[src/source/fetch_params.svh]
// Sizing constants for the instruction fetch subsystem.
// Include this wherever strand counts, FIFO depth or cache geometry are needed.

`ifndef FETCH_PARAMS_SVH
`define FETCH_PARAMS_SVH

`define FETCH_NUM_STRANDS 4
`define FETCH_FIFO_DEPTH 4
`define ICACHE_SETS 64

// Strand s comes out of reset at s * stride
`define STRAND_PC_STRIDE 32'h1000

`endif

[src/source/fetch_pkg.sv]
// Types shared by the fetch stage, its FIFOs and the instruction cache.
// Refer to them by scoped name, e.g. fetch_pkg::fetch_entry_t.

`include "fetch_params.svh"

package fetch_pkg;

	// Strand number, wide enough for every strand
	typedef logic [$clog2(`FETCH_NUM_STRANDS)-1:0] strand_idx_t;

	// One fetched instruction as queued for the consumer
	typedef struct packed {
		logic [31:0] pc;
		logic [31:0] instruction;	// Already byte-reversed
	} fetch_entry_t;

endpackage

[src/source/l1_icache.sv]
// Direct-mapped L1 instruction cache with one-word lines.
// Look-up results come one cycle after the request. A miss starts a single
// refill over the memory port; a second miss meanwhile is reported as a collision.

`include "fetch_params.svh"

module l1_icache #(
	parameter int SETS = `ICACHE_SETS
) (
	input  logic                          clk,
	input  logic                          rst_n_i,
	input  logic                          request_i,
	input  logic [31:0]                   addr_i,
	input  fetch_pkg::strand_idx_t        req_strand_i,
	output logic                          hit_o,
	output logic [31:0]                   data_o,
	output logic [`FETCH_NUM_STRANDS-1:0] load_complete_strands_o,
	output logic                          load_collision_o,
	output logic                          mem_read_o,
	output logic [31:0]                   mem_addr_o,
	input  logic [31:0]                   mem_data_i,
	input  logic                          mem_valid_i
);

	localparam int INDEX_W = $clog2(SETS);
	localparam int TAG_W = 30 - INDEX_W;

	logic [SETS-1:0]         valid_q;
	logic [TAG_W-1:0]        tag_q [SETS];
	logic [31:0]             data_q [SETS];

	logic [INDEX_W-1:0]      look_idx;
	logic [TAG_W-1:0]        look_tag;
	logic                    fill_match;

	// Answer stage
	logic                    look_req_q;
	logic                    look_hit_q;
	logic [31:0]             look_addr_q;
	logic [31:0]             look_data_q;
	fetch_pkg::strand_idx_t  look_strand_q;

	// Refill engine
	logic                    busy_q;
	logic                    mem_read_q;
	logic [31:0]             fill_addr_q;
	fetch_pkg::strand_idx_t  fill_strand_q;
	logic                    start_fill;
	logic                    fill_done;
	logic [INDEX_W-1:0]      fill_idx;

	assign look_idx = addr_i[2 +: INDEX_W];
	assign look_tag = addr_i[31 -: TAG_W];
	assign fill_idx = fill_addr_q[2 +: INDEX_W];

	// Word arriving this cycle is forwarded, so a strand re-asking right away hits
	assign fill_match = fill_done && (fill_addr_q[31:2] == addr_i[31:2]);

	assign start_fill = look_req_q && !look_hit_q && !busy_q;
	assign fill_done  = busy_q && mem_valid_i;

	always_ff @(posedge clk)
	begin
		if (!rst_n_i)
		begin
			look_req_q <= 1'b0;
			look_hit_q <= 1'b0;
		end
		else
		begin
			look_req_q <= request_i;
			look_hit_q <= request_i && (fill_match
				|| (valid_q[look_idx] && tag_q[look_idx] == look_tag));
		end
	end

	always_ff @(posedge clk)
	begin
		look_addr_q   <= addr_i;
		look_strand_q <= req_strand_i;
		look_data_q   <= fill_match ? mem_data_i : data_q[look_idx];
	end

	assign hit_o            = look_hit_q;
	assign data_o           = look_data_q;
	assign load_collision_o = look_req_q && !look_hit_q && busy_q;

	always_comb
	begin
		load_complete_strands_o = '0;
		if (fill_done)
			load_complete_strands_o[fill_strand_q] = 1'b1;	// Wakes the waiting strand
	end

	always_ff @(posedge clk)
	begin
		if (!rst_n_i)
		begin
			busy_q     <= 1'b0;
			mem_read_q <= 1'b0;
		end
		else
		begin
			mem_read_q <= start_fill;	// One-cycle read strobe
			if (start_fill)
				busy_q <= 1'b1;
			else if (fill_done)
				busy_q <= 1'b0;
		end
	end

	always_ff @(posedge clk)
	begin
		if (start_fill)
		begin
			fill_addr_q   <= look_addr_q;
			fill_strand_q <= look_strand_q;
		end
	end

	assign mem_read_o = mem_read_q;
	assign mem_addr_o = {fill_addr_q[31:2], 2'b00};

	always_ff @(posedge clk)
	begin
		if (!rst_n_i)
			valid_q <= '0;
		else if (fill_done)
			valid_q[fill_idx] <= 1'b1;
	end

	always_ff @(posedge clk)
	begin
		if (fill_done)
		begin
			tag_q[fill_idx]  <= fill_addr_q[31 -: TAG_W];
			data_q[fill_idx] <= mem_data_i;
		end
	end

endmodule

[config.mk]
export PLATFORM = sky130hd
export DESIGN_NAME = l1_icache
export DESIGN_NICKNAME = d
export VERILOG_FILES = /design/src/source/fetch_pkg.sv /design/src/source/l1_icache.sv
export VERILOG_INCLUDE_DIRS = /design/src /design/src/source
export SDC_FILE = /design/constraint.sdc
export NUM_CORES = 2
export LEC_CHECK = 0
export ABC_AREA = 0
export BUFFER_PORTS_ARGS = -buffer_cell sky130_fd_sc_hd__buf_4
export CAP_MARGIN = 15
export CORE_MARGIN = 2
export CORE_UTILIZATION = 46
export DETAILED_ROUTE_END_ITERATION = 10
export HOLD_SLACK_MARGIN = 0.12
export REMOVE_ABC_BUFFERS = 1
export SLEW_MARGIN = 20
export SYNTH_ARGS = -nofsm -noshare
export SYNTH_HDL_FRONTEND = slang
export SYNTH_SLANG_ARGS = --single-unit
[constraint.sdc]
create_clock -name clk -period 5.35 [get_ports clk]
set_input_delay 0.8025 -clock clk [delete_from_list [all_inputs] [get_ports clk]]
set_output_delay 0.8025 -clock clk [all_outputs]
set_load 0.03 [all_outputs]
Word-level counts from Yosys, hierarchy flattened
Memories as Yosys holds them, arrays and structs flattened. Cells that the tools add are included.

$lt $le $gt $ge: 5. Eq/ne operators: 2. Muxes and demuxes: 12. Bitwise logic cells: 1. Reduce and logical (&&, ||, !) cells: 13.

Operator list (count): $or 64x64->64 (1); $mux 32 (1); $eq 30x30->1 (1); $eq 24x24->1 (1); $lt 6x7->1 const B (2); $logic_and 1x1->1 (9); $mux 1 (7); $bmux 1 s6 (1); $demux 1 s6 (1); $ge 6x1->1 const B (1); $mux 4 (1); $lt 2x3->1 const B (1); $demux 1 s2 (1); $ge 2x1->1 const B (1); $logic_not 1->1 (2); $reduce_bool 2->1 (1); $logic_or 1x1->1 (1).

Register bits after elaboration: 168. RAM bits: 3584. Input port bits: 70. Output and inout port bits: 71. Logic and storage cells: 45. Memories: 2.

Memory list: data_q (depth 64, width 32, read ports 1, clocked after memory_dff 0, write ports 1, RTL line l1_icache.sv:30) `logic [31:0] data_q [SETS];`; tag_q (depth 64, width 24, read ports 1, clocked after memory_dff 0, write ports 1, RTL line l1_icache.sv:29) `logic [TAG_W-1:0] tag_q [SETS];`.

Longest topological paths before layout
Depth after elaboration: 5. Gate-level depth with buffers: 15. Mapped depth without buffers: 9.

Worst setup path before layout
No wires, ideal clock.

Path kind: reg2reg. Start: register fill_addr_q[6]. End: memory data_q[16][0], enable pin. Setup time: 0.472 ns. Data arrival time: 3.801 ns. Data required time: 4.878 ns. Path slack: 1.078 ns. Stages on the path, launching flop included: 5. Buffers on the path: 2. Period minus slack after synthesis: 4.272 ns. Cell sequence: edfxtp_1 clkbuf_1 or3b_2 clkbuf_1 nor2_1.

RTL lines: start: declaration (RTL line l1_icache.sv:46) `logic [31:0] fill_addr_q;`; start signal: assignment (RTL line l1_icache.sv:116) `fill_addr_q <= look_addr_q;`; end: declaration (RTL line l1_icache.sv:30).

Straight into the memory's write port.

Final worst setup path
Start: input port addr_i[15]. End: register look_data_q[5] (netlist: data_o[5]).

Cells in the longest elaborated chain, start to end: 3.

Ends and longest elaborated chain: start: declaration (RTL line l1_icache.sv:13) `input logic [31:0] addr_i,`; $eq 30x30->1 (RTL line l1_icache.sv:57) `assign fill_match = fill_done && (fill_addr_q[31:2] == addr_i[31:2]);`; $logic_and 1x1->1 (RTL line l1_icache.sv:57); $mux 32 (RTL line l1_icache.sv:81) `look_data_q <= fill_match ? mem_data_i : data_q[look_idx];`; end signal: assignment (RTL line l1_icache.sv:81); end: declaration (RTL line l1_icache.sv:40) `logic [31:0] look_data_q;`.

Every way passes these cells. A chain may end at the register's enable or synchronous reset.

==> impl_metrics.yaml <==
status:
  status: "finished clean"
floorplanning:
  start_util: 0.4618
  die_h_um: 560.3
  ios: 141
  die-area_um2: 314000
  die_w_um: 560.3
  core_area_um2: 308300
  num_rows: 204
route:
  wirelength_um: 414600
  drt-initial-drc-count: 10720
  dr.pass1.iters: 6
  drc: 0
  via_per_inst: 6.367
  ant_nets: 0
  vias: 70540
  avgRoutedWirePerCell_um: 37.42
clock_network:
  clkSlewWorstSetupHoldPaths_ns: 0.07
  cts_tree: "yes"
  cts-buffers-inserted: 381
  clk_latency_ns: 0.99
  cts_buffer_depth: 4
  h-tree-depth: 5
  cts-root-buf: "clkbuf_16"
  cts.sinks: 3748
  cts_resized: 0
sta:
  relSlewSlack: 0.1985
  fin_skew_ns: 0.09227
  grt_setup_unrepaired: "false"
  tns_ns: 0
  fmax_mhz: 258.6
  hold_viol_final: 0
  period_needed_ns: 3.867
  drv_slew: 0
  setup_viol_count_final: 0
  worstMarginPinSlew_ns: 1.199
  fin_crit_sh: 0.7229
  hold_ws_ns: 0.1911
pwr:
  total_power_w: 0.06162
  power_leakage_nw: 51.34
  power.density_nw_per_um2: 377.6
  peakVddDrop_uv: 283.6
critical_path:
  required_ns: 6.10
  cp_top_family: "simple AND/OR/NAND/NOR gates"
  worst-path-buf-inv: 3
  slowest_stage: "or4_4"
  path_cells: "dlygate4sd3_1 -> buf_4 -> xnor2_1 -> nand2_1 -> or3b_2 -> nor4_1 -> nand2b_1 -> or4_4 -> buf_4 -> nand2_1 -> nand2_1"
  worst-path-stages: 11
  reg2reg_depth: 9
  start_kind: "input pin"
  cp-end-kind: "register"
  timing.rr.start: "fill_addr_q[6]"
  worstPathMaxFanout: 16
  cp_common_cell: "nand2_1"
  rr_endpoint: "data_o[5]"
  path_class: "input pin to register"
  reg2reg_slack_ns: 1.58
  critPathMaxStageDelay_ns: 0.85
  critPathArrivalTime_ns: 4.62
synthesis:
  ys_ff_latch: 3748
  syn_area_um2: 142400
  yosysWarnings: 0
  synth_flop_cell: "edfxtp_1"
  synth_cell_types: 75
  ys_seq_area_frac: 0.7812
  synthArstFlopShare: 0
  synth_edf_count: 3616
  synth_cells: 6098
  synth_area_per_cell_um2: 23.35
global_routing:
  busiest_layer: "met2"
  grt.overflow.total: 0
  use_met2: 0.4126
  gr-usage-met3: 0.04727
  met1_usage: 0.3734
  grt_max_degree: 126
  antenna_found_initial: 15
  grt_first_pass_wirelength_um: 568400
  grt_usage: 0.2616
  grt_pass1_vias: 69700
layout:
  final_cells: 11080
  layout_common_cells: "3616 x edfxtp_1, 988 x mux4_2, 382 x clkbuf_16"
  area_growth_pct: 14.63
  final_net_count: 6701
  mostFrequentLayoutCell: "edfxtp_1"
  drive_gt1_frac: 0.3028
  filler_cell_count: 23660
placed_design:
  place.gp.congestion: 0.8226
  dp_hpwl_um: 218100
  numPlacedInstances: 10340
  port_buffers: 136
hold_path:
  hold_path.class: "input pin to register"
  min_from: "addr_i[4]"
  min_to: "look_addr_q[4]"
  whs_path_depth: 1
run:
  drv_cap: 0
state kept, by name, indices dropped and copies added (netlist names), 2 cells and up:
signal and count:
look_strand_q 2, fill_strand_q 2, valid_q 64, tag_q 1536, data_o 32, data_q 2048
look_addr_q 30, fill_addr_q 30
power breakdown:
group / switching, W / total, W / leakage, nW / internal (W)
registers: 0.0000443 / 0.0322 / 33.6 / 0.0322
logic: 0.00171 / 0.00283 / 11.7 / 0.00113
clock network: 0.0113 / 0.0266 / 6.07 / 0.0153
total: 0.0131 / 0.0616 / 51.3 / 0.0486
routing by layer:
metal,vias to the layer above,share of wire,routed length [µm]
met1,38730,0.40,164700
met4,2,0.033,13560
li1,27190,-,-
met3,708,0.094,38820
met5,-,0.000031,13
met2,3918,0.48,197500
repair_timing:
item                                    4_1_cts  5_1_grt
hold buffers                                 26        0
endpoints found under the setup margin        0        0
hold endpoints to repair                     26        0
setup buffers                                 0        0
layout make-up:
type,instances,area (µm²),area share
well taps,4120,5155,0.03158
clock inverters,196,2147,0.01316
repair buffers,472,4443,0.02722
clock buffers,510,10270,0.06292
inverters,5,18.77,0.0001150
flip-flops and latches,3748,111200,0.6815
multi-input cells,2023,29940,0.1834
diodes,6,15.01,0.00009199
cell usage after synthesis (all sizes together) (9+ instances only):
master	instances	area share
a22oi	85	0.0045
o22ai	44	0.0019
mux2	23	0.0018
a211oi	12	0.00063
a22o	11	0.00068
o221ai	15	0.00097
a221oi	17	0.0010
nand2b	13	0.00057
a21oi	32	0.0011
nand3	29	0.0010
nor4	16	0.00081
dfxtp	132	0.019
nand2	176	0.0046
buf	226	0.0096
and3	9	0.00040
o21a	65	0.0034
and2	11	0.00048
xnor2	30	0.0018
nand4	20	0.00088
nor2b	16	0.00070
nor3	23	0.00088
nor2	94	0.0025
edfxtp	3616	0.76
mux4	995	0.16
mux2i	162	0.011
a31oi	9	0.00040
clkbuf	97	0.0026
xor2	24	0.0015
o21ai	16	0.00056
worst register-to-register path, delay by kind of cell, from the launching register on:
family | cells | cell delay [ns]
DFF | 1 | 0.68
buffers and inverters | 1 | 0.43
and+or+nand+nor | 7 | 2.06
xor gates and xnor gates | 1 | 0.37
how the worst max path moves through the flow:
stage            endpoint            start  slack (ns)
2_1_floorplan  data_o[30]  fill_addr_q[17]        0.18
3_3_place_gp        hit_o        addr_i[2]        0.57
3_5_place_dp        hit_o        addr_i[2]        0.62
4_1_cts         data_o[5]       addr_i[15]        1.51
5_1_grt         data_o[8]       addr_i[15]        1.44
6_report        data_o[5]       addr_i[15]        1.48
per-stage QoR:
step,util,area [µm²],setup WS [ns]
after global placement,0.4879,150400,0.5722
after global routing,0.5293,163200,1.443
after CTS,0.5290,163100,1.505
after floorplan,-,140700,0.1755
final,0.5293,163200,1.483
after detailed placement,0.4879,150400,0.6225
logic make-up after synthesis:
logic type	synth area share
buffers and inverters	0.01224
other	0.00002634
AOI/OAI and AO/OA	0.01755
DFF	0.7812
xor gates and xnor gates	0.003322
muxes	0.1708
and+or+nand+nor	0.01487
No activity file was read; power rests on OpenSTA's default activity.
