## src/source/fetch_params.svh

```systemverilog
// Sizing constants for the instruction fetch subsystem.
// Include this wherever strand counts, FIFO depth or cache geometry are needed.

`ifndef FETCH_PARAMS_SVH
`define FETCH_PARAMS_SVH

`define FETCH_NUM_STRANDS 4
`define FETCH_FIFO_DEPTH 4
`define ICACHE_SETS 64

// Strand s comes out of reset at s * stride
`define STRAND_PC_STRIDE 32'h1000

`endif

```

## src/source/fetch_pkg.sv

```systemverilog
// Types shared by the fetch stage, its FIFOs and the instruction cache.
// Refer to them by scoped name, e.g. fetch_pkg::fetch_entry_t.

`include "fetch_params.svh"

package fetch_pkg;

	// Strand number, wide enough for every strand
	typedef logic [$clog2(`FETCH_NUM_STRANDS)-1:0] strand_idx_t;

	// One fetched instruction as queued for the consumer
	typedef struct packed {
		logic [31:0] pc;
		logic [31:0] instruction;	// Already byte-reversed
	} fetch_entry_t;

endpackage

```

## src/source/strand_arbiter.sv

```systemverilog
// Rotating arbiter for the fetch strands.
// Grants the first requester at or after the priority pointer, combinationally,
// and moves the pointer just past the winner whenever a grant is given.

`include "fetch_params.svh"

module strand_arbiter (
	input  logic                          clk,
	input  logic                          rst_n_i,
	input  logic [`FETCH_NUM_STRANDS-1:0] request_i,
	output logic [`FETCH_NUM_STRANDS-1:0] grant_oh_o
);

	fetch_pkg::strand_idx_t ptr_q;
	fetch_pkg::strand_idx_t winner;

	always_comb
	begin
		grant_oh_o = '0;
		winner = ptr_q;
		for (int k = `FETCH_NUM_STRANDS - 1; k >= 0; k--)
		begin
			fetch_pkg::strand_idx_t idx;
			idx = ptr_q + fetch_pkg::strand_idx_t'(k);	// Index wraps around
			if (request_i[idx])
				winner = idx;	// Scan backwards so the nearest one wins
		end
		if (|request_i)
			grant_oh_o[winner] = 1'b1;
	end

	// Winner becomes lowest priority for the next round
	always_ff @(posedge clk)
	begin
		if (!rst_n_i)
			ptr_q <= '0;
		else if (|request_i)
			ptr_q <= winner + fetch_pkg::strand_idx_t'(1);
	end

endmodule

```

## src/source/sync_fifo.sv

```systemverilog
// Small synchronous FIFO with flush and almost-full, payload set by a type parameter.
// Enqueue and dequeue act at the clock edge; value_o always shows the head entry.

module sync_fifo #(
	parameter int  DEPTH = 4,
	parameter type payload_t = logic [31:0]
) (
	input  logic     clk,
	input  logic     rst_n_i,
	input  logic     flush_i,
	input  logic     enqueue_i,
	input  payload_t value_i,
	input  logic     dequeue_i,
	output payload_t value_o,
	output logic     empty_o,
	output logic     full_o,
	output logic     almost_full_o
);

	localparam int PTR_W = (DEPTH > 1) ? $clog2(DEPTH) : 1;
	localparam int CNT_W = $clog2(DEPTH + 1);

	payload_t           mem_q [DEPTH];
	logic [PTR_W-1:0]   rd_ptr_q;
	logic [PTR_W-1:0]   wr_ptr_q;
	logic [CNT_W-1:0]   count_q;
	logic               push;
	logic               pop;

	assign push = enqueue_i && !full_o;	// Writes into a full FIFO are dropped
	assign pop  = dequeue_i && !empty_o;

	assign empty_o       = (count_q == '0);
	assign full_o        = (count_q == CNT_W'(DEPTH));
	assign almost_full_o = (count_q == CNT_W'(DEPTH - 1));	// One slot left
	assign value_o       = mem_q[rd_ptr_q];

	always_ff @(posedge clk)
	begin
		if (!rst_n_i || flush_i)
		begin
			rd_ptr_q <= '0;	// Flush beats a same-cycle enqueue
			wr_ptr_q <= '0;
			count_q  <= '0;
		end
		else
		begin
			if (push)
				wr_ptr_q <= (wr_ptr_q == PTR_W'(DEPTH - 1)) ? '0 : wr_ptr_q + 1'b1;
			if (pop)
				rd_ptr_q <= (rd_ptr_q == PTR_W'(DEPTH - 1)) ? '0 : rd_ptr_q + 1'b1;
			if (push && !pop)
				count_q <= count_q + 1'b1;
			else if (pop && !push)
				count_q <= count_q - 1'b1;
		end
	end

	// Storage
	always_ff @(posedge clk)
	begin
		if (push)
			mem_q[wr_ptr_q] <= value_i;
	end

endmodule

```

## src/source/instruction_fetch_stage.sv

```systemverilog
// Fetch stage: keeps a PC per strand and issues one cache request per cycle.
// Hits are queued in the strand's instruction FIFO; misses park the strand
// until the cache reports the refill done. Rollback reloads the PC and flushes.

`include "fetch_params.svh"

module instruction_fetch_stage (
	input  logic                                clk,
	input  logic                                rst_n_i,
	output logic                                icache_request_o,
	output logic [31:0]                         icache_addr_o,
	output fetch_pkg::strand_idx_t              icache_req_strand_o,
	input  logic                                icache_hit_i,
	input  logic [31:0]                         icache_data_i,
	input  logic [`FETCH_NUM_STRANDS-1:0]       icache_load_complete_strands_i,
	input  logic                                icache_load_collision_i,
	output logic [`FETCH_NUM_STRANDS-1:0][31:0] instruction_o,
	output logic [`FETCH_NUM_STRANDS-1:0][31:0] pc_o,
	output logic [`FETCH_NUM_STRANDS-1:0]       instruction_valid_o,
	input  logic [`FETCH_NUM_STRANDS-1:0]       instruction_req_i,
	input  logic [`FETCH_NUM_STRANDS-1:0]       rollback_strand_i,
	input  logic [`FETCH_NUM_STRANDS-1:0][31:0] rollback_pc_i
);

	logic [`FETCH_NUM_STRANDS-1:0][31:0] pc_q;
	logic [`FETCH_NUM_STRANDS-1:0][31:0] pc_nxt;
	logic [`FETCH_NUM_STRANDS-1:0]       wait_q;
	logic [`FETCH_NUM_STRANDS-1:0]       wait_nxt;
	logic [`FETCH_NUM_STRANDS-1:0]       req_q;	// Strand whose answer is due now
	logic [`FETCH_NUM_STRANDS-1:0]       grant;
	logic [`FETCH_NUM_STRANDS-1:0]       offer;
	logic [`FETCH_NUM_STRANDS-1:0]       enqueue;
	logic [`FETCH_NUM_STRANDS-1:0]       full;
	logic [`FETCH_NUM_STRANDS-1:0]       almost_full;
	logic [`FETCH_NUM_STRANDS-1:0]       empty;
	logic                                miss;
	logic [31:0]                         swapped;
	fetch_pkg::strand_idx_t              grant_idx;

	// On a collision the strand does not wait but asks again
	assign miss = (|req_q) && !icache_hit_i && !icache_load_collision_i;
	assign wait_nxt = (wait_q & ~icache_load_complete_strands_i)
		| ({`FETCH_NUM_STRANDS{miss}} & req_q);

	assign enqueue = {`FETCH_NUM_STRANDS{icache_hit_i}} & req_q;

	// Room is checked against the pending enqueue so a FIFO never overflows
	assign offer = {`FETCH_NUM_STRANDS{rst_n_i}} & ~full & ~(almost_full & enqueue)
		& ~wait_nxt & ~rollback_strand_i;

	strand_arbiter u_arbiter (
		.clk        (clk),
		.rst_n_i    (rst_n_i),
		.request_i  (offer),
		.grant_oh_o (grant)
	);

	always_comb
	begin
		for (int i = 0; i < `FETCH_NUM_STRANDS; i++)
		begin
			if (rollback_strand_i[i])
				pc_nxt[i] = rollback_pc_i[i];
			else if (enqueue[i])
				pc_nxt[i] = pc_q[i] + 32'd4;	// Advance only on a hit
			else
				pc_nxt[i] = pc_q[i];
		end
	end

	// One-hot grant to strand number
	always_comb
	begin
		grant_idx = '0;
		for (int i = 0; i < `FETCH_NUM_STRANDS; i++)
		begin
			if (grant[i])
				grant_idx = fetch_pkg::strand_idx_t'(i);
		end
	end

	// Next PC is used so a strand can follow its own hit back to back
	assign icache_request_o    = |grant;
	assign icache_addr_o       = pc_nxt[grant_idx];
	assign icache_req_strand_o = grant_idx;

	always_ff @(posedge clk)
	begin
		if (!rst_n_i)
		begin
			for (int i = 0; i < `FETCH_NUM_STRANDS; i++)
				pc_q[i] <= 32'(i) * `STRAND_PC_STRIDE;
			wait_q <= '0;
			req_q  <= '0;
		end
		else
		begin
			pc_q   <= pc_nxt;
			wait_q <= wait_nxt;
			req_q  <= grant;
		end
	end

	// Cache returns memory byte order
	assign swapped = {icache_data_i[7:0], icache_data_i[15:8],
		icache_data_i[23:16], icache_data_i[31:24]};

	for (genvar s = 0; s < `FETCH_NUM_STRANDS; s++)
	begin : g_strand
		fetch_pkg::fetch_entry_t enq_entry;
		fetch_pkg::fetch_entry_t head_entry;

		assign enq_entry.pc          = pc_q[s];	// Address that was requested
		assign enq_entry.instruction = swapped;

		sync_fifo #(
			.DEPTH     (`FETCH_FIFO_DEPTH),
			.payload_t (fetch_pkg::fetch_entry_t)
		) u_fifo (
			.clk           (clk),
			.rst_n_i       (rst_n_i),
			.flush_i       (rollback_strand_i[s]),
			.enqueue_i     (enqueue[s]),
			.value_i       (enq_entry),
			.dequeue_i     (instruction_req_i[s] && !empty[s]),
			.value_o       (head_entry),
			.empty_o       (empty[s]),
			.full_o        (full[s]),
			.almost_full_o (almost_full[s])
		);

		assign instruction_o[s] = head_entry.instruction;
		assign pc_o[s]          = head_entry.pc;
	end

	assign instruction_valid_o = ~empty;

endmodule

```

## config.mk

```make
export PLATFORM = sky130hd
export DESIGN_NAME = instruction_fetch_stage
export DESIGN_NICKNAME = d
export VERILOG_FILES = /design/src/source/fetch_pkg.sv /design/src/source/strand_arbiter.sv /design/src/source/sync_fifo.sv /design/src/source/instruction_fetch_stage.sv
export VERILOG_INCLUDE_DIRS = /design/src /design/src/source
export SDC_FILE = /design/constraint.sdc
export NUM_CORES = 1
export LEC_CHECK = 0
export BUFFER_PORTS_ARGS = -buffer_cell sky130_fd_sc_hd__buf_2
export CAP_MARGIN = 20
export CORE_MARGIN = 2
export CORE_UTILIZATION = 50
export CTS_CLUSTER_DIAMETER = 150
export CTS_CLUSTER_SIZE = 14
export DETAILED_ROUTE_END_ITERATION = 12
export PLACE_DENSITY = 0.69
export RECOVER_POWER = 50
export SYNTH_ARGS = -nofsm -noshare
export SYNTH_HDL_FRONTEND = slang
export SYNTH_HIERARCHICAL = 1
export SYNTH_SLANG_ARGS = --single-unit
```

## constraint.sdc

```tcl
create_clock -name clk -period 4.42 [get_ports clk]
set_clock_uncertainty 0.05 [all_clocks]
set_input_delay 0.221 -clock clk [delete_from_list [all_inputs] [get_ports clk]]
set_output_delay 0.221 -clock clk [all_outputs]
set_load 0.02 [all_outputs]
```

======== Word-level counts from Yosys, hierarchy flattened ========
Memories as Yosys holds them, arrays and structs flattened. A register that Yosys moved wholly into a read port is not among the register bits.
Cells that the tools add are included.
word-level totals
  register bits after elaboration ......... 166
  memory bits (writable) .................. 1,024
  input port bits ......................... 176
  memories kept ........................... 4
memories
  memory                    depth  width  read ports  clocked after Yosys merged registers in  wr ports  RTL line         text
  g_strand[0].u_fifo.mem_q  4      64     1           1                                        1         sync_fifo.sv:23  payload_t mem_q [DEPTH];
  g_strand[1].u_fifo.mem_q  4      64     1           1                                        1         sync_fifo.sv:23
  g_strand[2].u_fifo.mem_q  4      64     1           1                                        1         sync_fifo.sv:23
  g_strand[3].u_fifo.mem_q  4      64     1           1                                        1         sync_fifo.sv:23
operators by class
  add/subtract/negate cells ............... 24
  $lt $le $gt $ge ......................... 7
  equality and inequality tests ........... 16
  multiplexer cells ....................... 60
  bitwise operators ....................... 15
  reductions and logical operators ........ 57
operators by type and width
  kind                     number
  $mux W32                 9
  $add A32 B3 Y32 const B  4
  $bmux W32 S2             1
  $mux W2                  22
  $and A4 B4 Y4            8
  $mux W3                  8
  $not A4 Y4               6
  $logic_and A1 B1 Y1      23
  $add A2 B1 Y2 const B    10
  $logic_not A1 Y1         19
  $lt A2 B3 Y1 const B     6
  $eq A2 B2 Y1 const B     8
  $mux W1                  14
  $add A3 B1 Y3 const B    4
  $eq A3 B2 Y1 const B     4
  $eq A3 B3 Y1 const B     4
  $logic_not A3 Y1         4
  $reduce_or A4 Y1         3
  $sub A3 B1 Y3 const B    4
  $bmux W1 S2              4
  $reduce_bool A2 Y1       4
  $add A2 B2 Y2 const B    2
  $logic_or A1 B1 Y1       4
  $mux W4                  1
  3 further kinds          3

======== Longest topological paths before layout ========
  depth in word-level cells ............... 24
  mapped depth ............................ 17

======== Hierarchy ========
Netlist, hierarchy kept.
by module, submodules not included
  module                              times used  cells each  area an instance (µm²)
  sync_fifo (g_strand[0].u_fifo ...)  3           386         9,689.3
  sync_fifo (g_strand[1].u_fifo)      1           386         9,686.8
  instruction_fetch_stage             1           1,144       8,832.2
  strand_arbiter                      1           39          270.3

======== Least setup slack after synthesis ========
OpenSTA, ideal clock, no wires.
  kind .................................... input to output
  from .................................... input port rollback_strand_i[0]
  to ...................................... output port icache_addr_o[18]
  arrival time ............................ 3.351 ns
  setup slack ............................. 0.798 ns
  cell stages on the path ................. 11
  cells stage by stage .................... clkbuf_1 -> buf_1 -> clkbuf_1 -> nor3_1 -> and3_1 -> buf_6 -> o21ai_0 -> o211a_1 -> buf_1 -> nand2_1 -> o311ai_0
on the way
  cells in the longest elaborated chain, start to end .. 18
RTL lines
  element                                                                    RTL line                       text
  from (decl)                                                                instruction_fetch_stage.sv:21  input logic [`FETCH_NUM_STRANDS-1:0] rollback_strand_i,
  $not A4 Y4 (*)                                                             instruction_fetch_stage.sv:49  & ~wait_nxt & ~rollback_strand_i;
  $and A4 B4 Y4 (*)                                                          instruction_fetch_stage.sv:48  assign offer = {`FETCH_NUM_STRANDS{rst_n_i}} & ~full & ~(almost_full & enqueue)
  net offer[0]                                                               instruction_fetch_stage.sv:31  logic [`FETCH_NUM_STRANDS-1:0] offer;
  $bmux W1 S2                                                                strand_arbiter.sv:25           if (request_i[idx])
  $mux W1 (not written as such)                                              strand_arbiter.sv:25
  $mux W2 (4 in series)                                                      strand_arbiter.sv:25
  $lt A2 B3 Y1 (not written as such) / $ge A2 B1 Y1 (equally long branches)  strand_arbiter.sv:29           grant_oh_o[winner] = 1'b1;
  $logic_and A1 B1 Y1 (not written as such)                                  strand_arbiter.sv:29
  $mux W1 (not written as such)                                              strand_arbiter.sv:29
  $demux W1 S2                                                               --
  $mux W4 (*)                                                                strand_arbiter.sv:28           if (|request_i)
  net grant[1]                                                               instruction_fetch_stage.sv:30  logic [`FETCH_NUM_STRANDS-1:0] grant;
  $mux W1 (*)                                                                instruction_fetch_stage.sv:77  if (grant[i])
  $mux W2 (*) (2 in series)                                                  instruction_fetch_stage.sv:77
  $bmux W32 S2 (*)                                                           instruction_fetch_stage.sv:84  assign icache_addr_o = pc_nxt[grant_idx];
  $mux W32 (not written as such) (*)                                         instruction_fetch_stage.sv:84
  to (decl)                                                                  instruction_fetch_stage.sv:11  output logic [31:0] icache_addr_o,
Mark *: on every way through the listed nets, which the timed path passes. The rest lies on a longest branch. The select of a mux whose other input is x is not followed.

======== Worst setup path after layout ========
  from .................................... input port rst_n_i
  to ...................................... register g_strand[3].u_fifo.wr_ptr_q[0]
on the way
  cells in the longest elaborated chain, start to end .. 2
RTL lines
  element               RTL line                      text
  from (decl)           instruction_fetch_stage.sv:9  input logic rst_n_i,
  $logic_not A1 Y1      sync_fifo.sv:40               if (!rst_n_i || flush_i)
  $logic_or A1 B1 Y1    sync_fifo.sv:40
  to (signal assigned)  sync_fifo.sv:49               wr_ptr_q <= (wr_ptr_q == PTR_W'(DEPTH - 1)) ? '0 : wr_ptr_q + 1'b1;
  to (decl)             sync_fifo.sv:25               logic [PTR_W-1:0] wr_ptr_q;
Every way passes these cells.
A chain may end at the register's enable or synchronous reset.

==> results.md <==
Worst hold path:
- In this run the most critical hold path is launched from rollback_pc_i[63].
- For hold timing, the worst endpoint is g_strand[1].enq_entry[63].
- In this run the worst hold path is classified as input pin to flip-flop.
- Counting instances, the worst hold path has a depth of 4.

Finish:
- Counting the fill cells in the layout gives ~7200.
- The multi-input combinational cells in the finished layout cover a total of ~13000 um2.
- The area taken by flip-flops and latches is 34300 um2.
- Cells with a size suffix above 1 make up between 20% and 30% of the layout.
- From synthesis to final layout, the design area changed by 17.1%.
- The final instance count without filler cells is between 4000 and 5000.
- After the last flow step, the layout net total stands at roughly 3600.
- Once layout is done, the placed cells without fillers occupy around 56000 um2.

Synth:
- For this run, the register share of the synthesized area comes to a little under three quarters.
- The leading cell type by number of instances after synthesis is sky130_fd_sc_hd__edfxtp_1.
- The net count of the mapped netlist is between 2000 and 3000.
- A synthesized cell averages approximately 18 um2.
- The area share of the leading cell type in the synthesized netlist is between 60% and 70%.
- In the synthesized netlist, the cells that appear most often are 1024 x sky130_fd_sc_hd__edfxtp_1, 256 x sky130_fd_sc_hd__mux4_2, 174 x sky130_fd_sc_hd__dfxtp_1, 152 x sky130_fd_sc_hd__nor2_1, 136 x sky130_fd_sc_hd__nand2_1.
- The post-synthesis async set-or-reset flop share is 0%.
- Sorting the synthesized cells by area gives the leading types as sky130_fd_sc_hd__edfxtp_1 64%, sky130_fd_sc_hd__mux4_2 12%, sky130_fd_sc_hd__dfxtp_1 7.3%.
- The mapped netlist covers around 48000 um2.
- The largest total area in the synthesized netlist belongs to sky130_fd_sc_hd__edfxtp_1.
- Synthesis instantiated 88 different standard cells from the library.
- The synthesized design contains roughly 1000 enable-type register cells.
- The gate count of the mapped netlist is approximately 2700.
- Yosys printed 6 warnings.
- The flip-flop and latch count after synthesis is 1198.
- The most used flip-flop cell after synthesis is sky130_fd_sc_hd__edfxtp_1.

Worst setup path:
- The critical path's top delay family is buffers and inverters.
- The most used cell along the critical path is sky130_fd_sc_hd__clkbuf_1.
- The signal on the critical path passes through dlygate4sd3_1 -> clkbuf_1 -> clkbuf_1 -> nand2b_1 -> o31ai_1.
- The slack of the worst reg-to-reg path is around 0.43 ns.
- The master of the slowest instance on the critical path is sky130_fd_sc_hd__clkbuf_1.
- The end of the worst register-to-register path is g_strand[1].u_fifo/mem_q[0][38].
- The startpoint type of the worst setup path is an input pin.
- STA classifies the critical path endpoint as a flip-flop.
- The worst endpoint data arrival time is ~4.8 ns.
- The launch point of the worst path is rst_n_i.
- Counting cells, the worst reg-to-reg path comes to 4.
- The kind of critical path is input pin to flip-flop.
- The critical path contains buffers and inverters numbering 3 combined.
- Of all nets on the critical path, the largest fanout is 63.
- The worst register-to-register path begins at req_q[1].
- The required time reported for the critical path endpoint is slightly below 5 ns.
- The peak per-stage delay on the critical path is 2.58 ns.

Drt:
- After detailed routing, the average wire length per cell comes to just over 30 um.
- After detailed routing, the total wire length is about 140000 um.
- The iteration-0 DRC count of the detailed router is 2760.
- The antenna violation net count after detailed routing is 0.
- The first detailed-routing pass ran for 7 iterations.
- For this run, design rule violations remaining after detail routing come to 0.
- The number of vias in the routed layout is 28200.
- In the routed layout, each cell is associated on average with a via count of between 6 and 7.

Power and ir drop:
- The total power divided by cell area is between 300 and 400 nW/um2.
- Summed over all cells, the static leakage comes to 18.7 nW.
- The total design power is around 22 mW.
- The worst-case IR drop observed on VDD is approximately 290 uV.

Timing:
- The final count of pins violating max slew was 377.
- Setup violations remaining at the end of the flow were counted as 0.
- The worst pin sits at a relative slew slack of -143%.
- The upper clock frequency limit is ~0.23 GHz.
- The clock period minus worst slack is approximately 4.3 ns.
- In the finished design, the share of the clock period the worst path needs comes to 97.3%.
- At the pin with the least slew margin, the transition time is around 3.6 ns.
- Adding up every negative setup slack in the final design gives 0 ns.
- The number of hold violations in the final report is 0.

Clocking:
- The cell at the root of the clock tree is sky130_fd_sc_hd__clkbuf_16.
- The insertion delay of the later-clocked pin in the worst-skew pair is roughly 0.70 ns.
- The number of sinks handled by clock tree synthesis is about 1200.
- No sink is reached through more buffers than the 3 on the longest clock path.
- The total number of H-tree levels is 3.
- The clock tree from TritonCTS is done.
- TritonCTS created between 90 and 100 clock buffers.
- Clock-pin slew was measured on the worst setup and hold paths at about 0.060 ns.

Global route:
- The remaining global-route overflow is 0.
- For this run, the total global-route usage over all layers was measured as 28.7%.
- The initial antenna violation count was 4.
- Entering global routing, the biggest net connects 65 pins.
- The global-route wire length before repair is around 200000 um.
- The via count of the first global-routing pass is 28000.

Floorplanning:
- The die is 313 um tall.
- The die covers between 90000 and 100000 um2.
- The row count is between 100 and 150.
- roughly 470 I/O pins were placed.
- The initial core utilization is 50.4%.
- The width of the die is between 300 and 400 um.
- The core area is around 95000 um2.

Placed design:
- In this run the tool buffered the top-level ports with 470 buffer cells.
- The HPWL after detailed placement is 99800 um.
- The number of cells after detailed placement is approximately 4400.
- In this run the cell area measured after placement is about 52000 um2.
- The final RePlAce weighted congestion is around 0.97.

Run status:
- The final reports fail on capacitance limit, slew limit.
- The run finished, with violations left.

Flow run:
- The max capacitance violation total is 10.
-- final cells by class --
cell class / instances / area share, %
diodes: 3 / 0.0134
inverters: 47 / 0.315
well taps: 1265 / 2.83
multi-input cells: 1346 / 23.1
repair buffers: 676 / 7.74
flip-flops and latches: 1198 / 61.2
clock buffers: 153 / 4.71
clock inverters: 6 / 0.170
-- flip-flops by register name, indices dropped and copies added, names as in the netlist, named ones only --
register / cells
g_strand.u_fifo/mem_q: 1024
g_strand.enq_entry: 128
g_strand.u_fifo/count_q: 12
g_strand.u_fifo/rd_ptr_q: 8
g_strand.u_fifo/wr_ptr_q: 8
req_q: 4
wait_q: 4
u_arbiter/ptr_q: 2
-- worst reg2reg max path, stage by stage (launching register included) --
cell	delay, ns
sky130_fd_sc_hd__dfxtp_1	0.46
sky130_fd_sc_hd__and2_0	0.19
sky130_fd_sc_hd__clkbuf_1	0.39
sky130_fd_sc_hd__and3_1	1.84
sky130_fd_sc_hd__buf_4	0.66
-- power by group --
group | switching [mW] | total (mW) | internal (mW) | leakage [nW]
combinational | 0.952 | 1.46 | 0.506 | 6.73
clock | 3.80 | 7.88 | 4.09 | 1.30
sequential | 0.211 | 12.6 | 12.4 | 10.7
total | 4.96 | 21.9 | 17.0 | 18.7
-- worst max-delay path by stage --
stage / cells past startpoint / to
CTS: 14 / icache_addr_o[17]
floorplan: 11 / icache_addr_o[18]
global placement: 17 / icache_addr_o[28]
finish: 5 / g_strand[3].u_fifo/wr_ptr_q[0]
global route: 16 / icache_addr_o[10]
detailed placement: 17 / icache_addr_o[28]
-- logic make-up (layout without fill, tap and decap cells) --
| family | after synthesis | after routing | synth area share (%) |
|---|---|---|---|
| buf+inv | 183 | 882 | 1.68 |
| mux | 305 | 305 | 13.1 |
| fa+ha+maj | 32 | 32 | 0.899 |
| simple gates | 648 | 648 | 7.11 |
| xor+xnor | 105 | 105 | 1.92 |
| other cells | 0 | 3 | 0 |
| flops | 1198 | 1198 | 71.5 |
| compound gates | 256 | 256 | 3.77 |
-- layer usage --
metal | wire [um] | vias to the layer above | global-route usage, %
li1 | - | 12100 | -
met1 | 59700 | 14700 | 41.4
met2 | 68600 | 1246 | 46.6
met3 | 9910 | 149 | 4.02
met4 | 3340 | 2 | 7.44
met5 | 11 | - | 0
-- through the flow --
step                setup slack [ns]  utilization (%)  hold slack [ns]
floorplan                      0.798                -            0.270
global placement               0.301             54.6            0.414
detailed placement             0.307             54.6            0.428
CTS                          0.00314             58.9         0.000180
global route                 -0.0404             59.0           0.0413
finish                         0.119             59.1           0.0615
-- placed cells by master, fill, tap and decap left out, types with 52 or more instances in the layout --
master and n:
sky130_fd_sc_hd__edfxtp_1 1024, sky130_fd_sc_hd__buf_2 437, sky130_fd_sc_hd__mux4_2 256, sky130_fd_sc_hd__dfxtp_1 159, sky130_fd_sc_hd__nor2_1 147, sky130_fd_sc_hd__dlygate4sd3_1 140, sky130_fd_sc_hd__nand2_1 135, sky130_fd_sc_hd__clkbuf_16 98
sky130_fd_sc_hd__clkbuf_1 94, sky130_fd_sc_hd__xnor2_1 62, sky130_fd_sc_hd__nand4_1 55, sky130_fd_sc_hd__o21ai_0 52
-- what timing repair did --
action	CTS	global route
resized for setup	7	25
pin swaps	0	2
gates cloned	0	1
endpoints found under the hold margin	607	0
hold buffers	140	0
setup endpoints to repair	7	19
setup buffers	0	2
(Power assumes the default switching activity.)
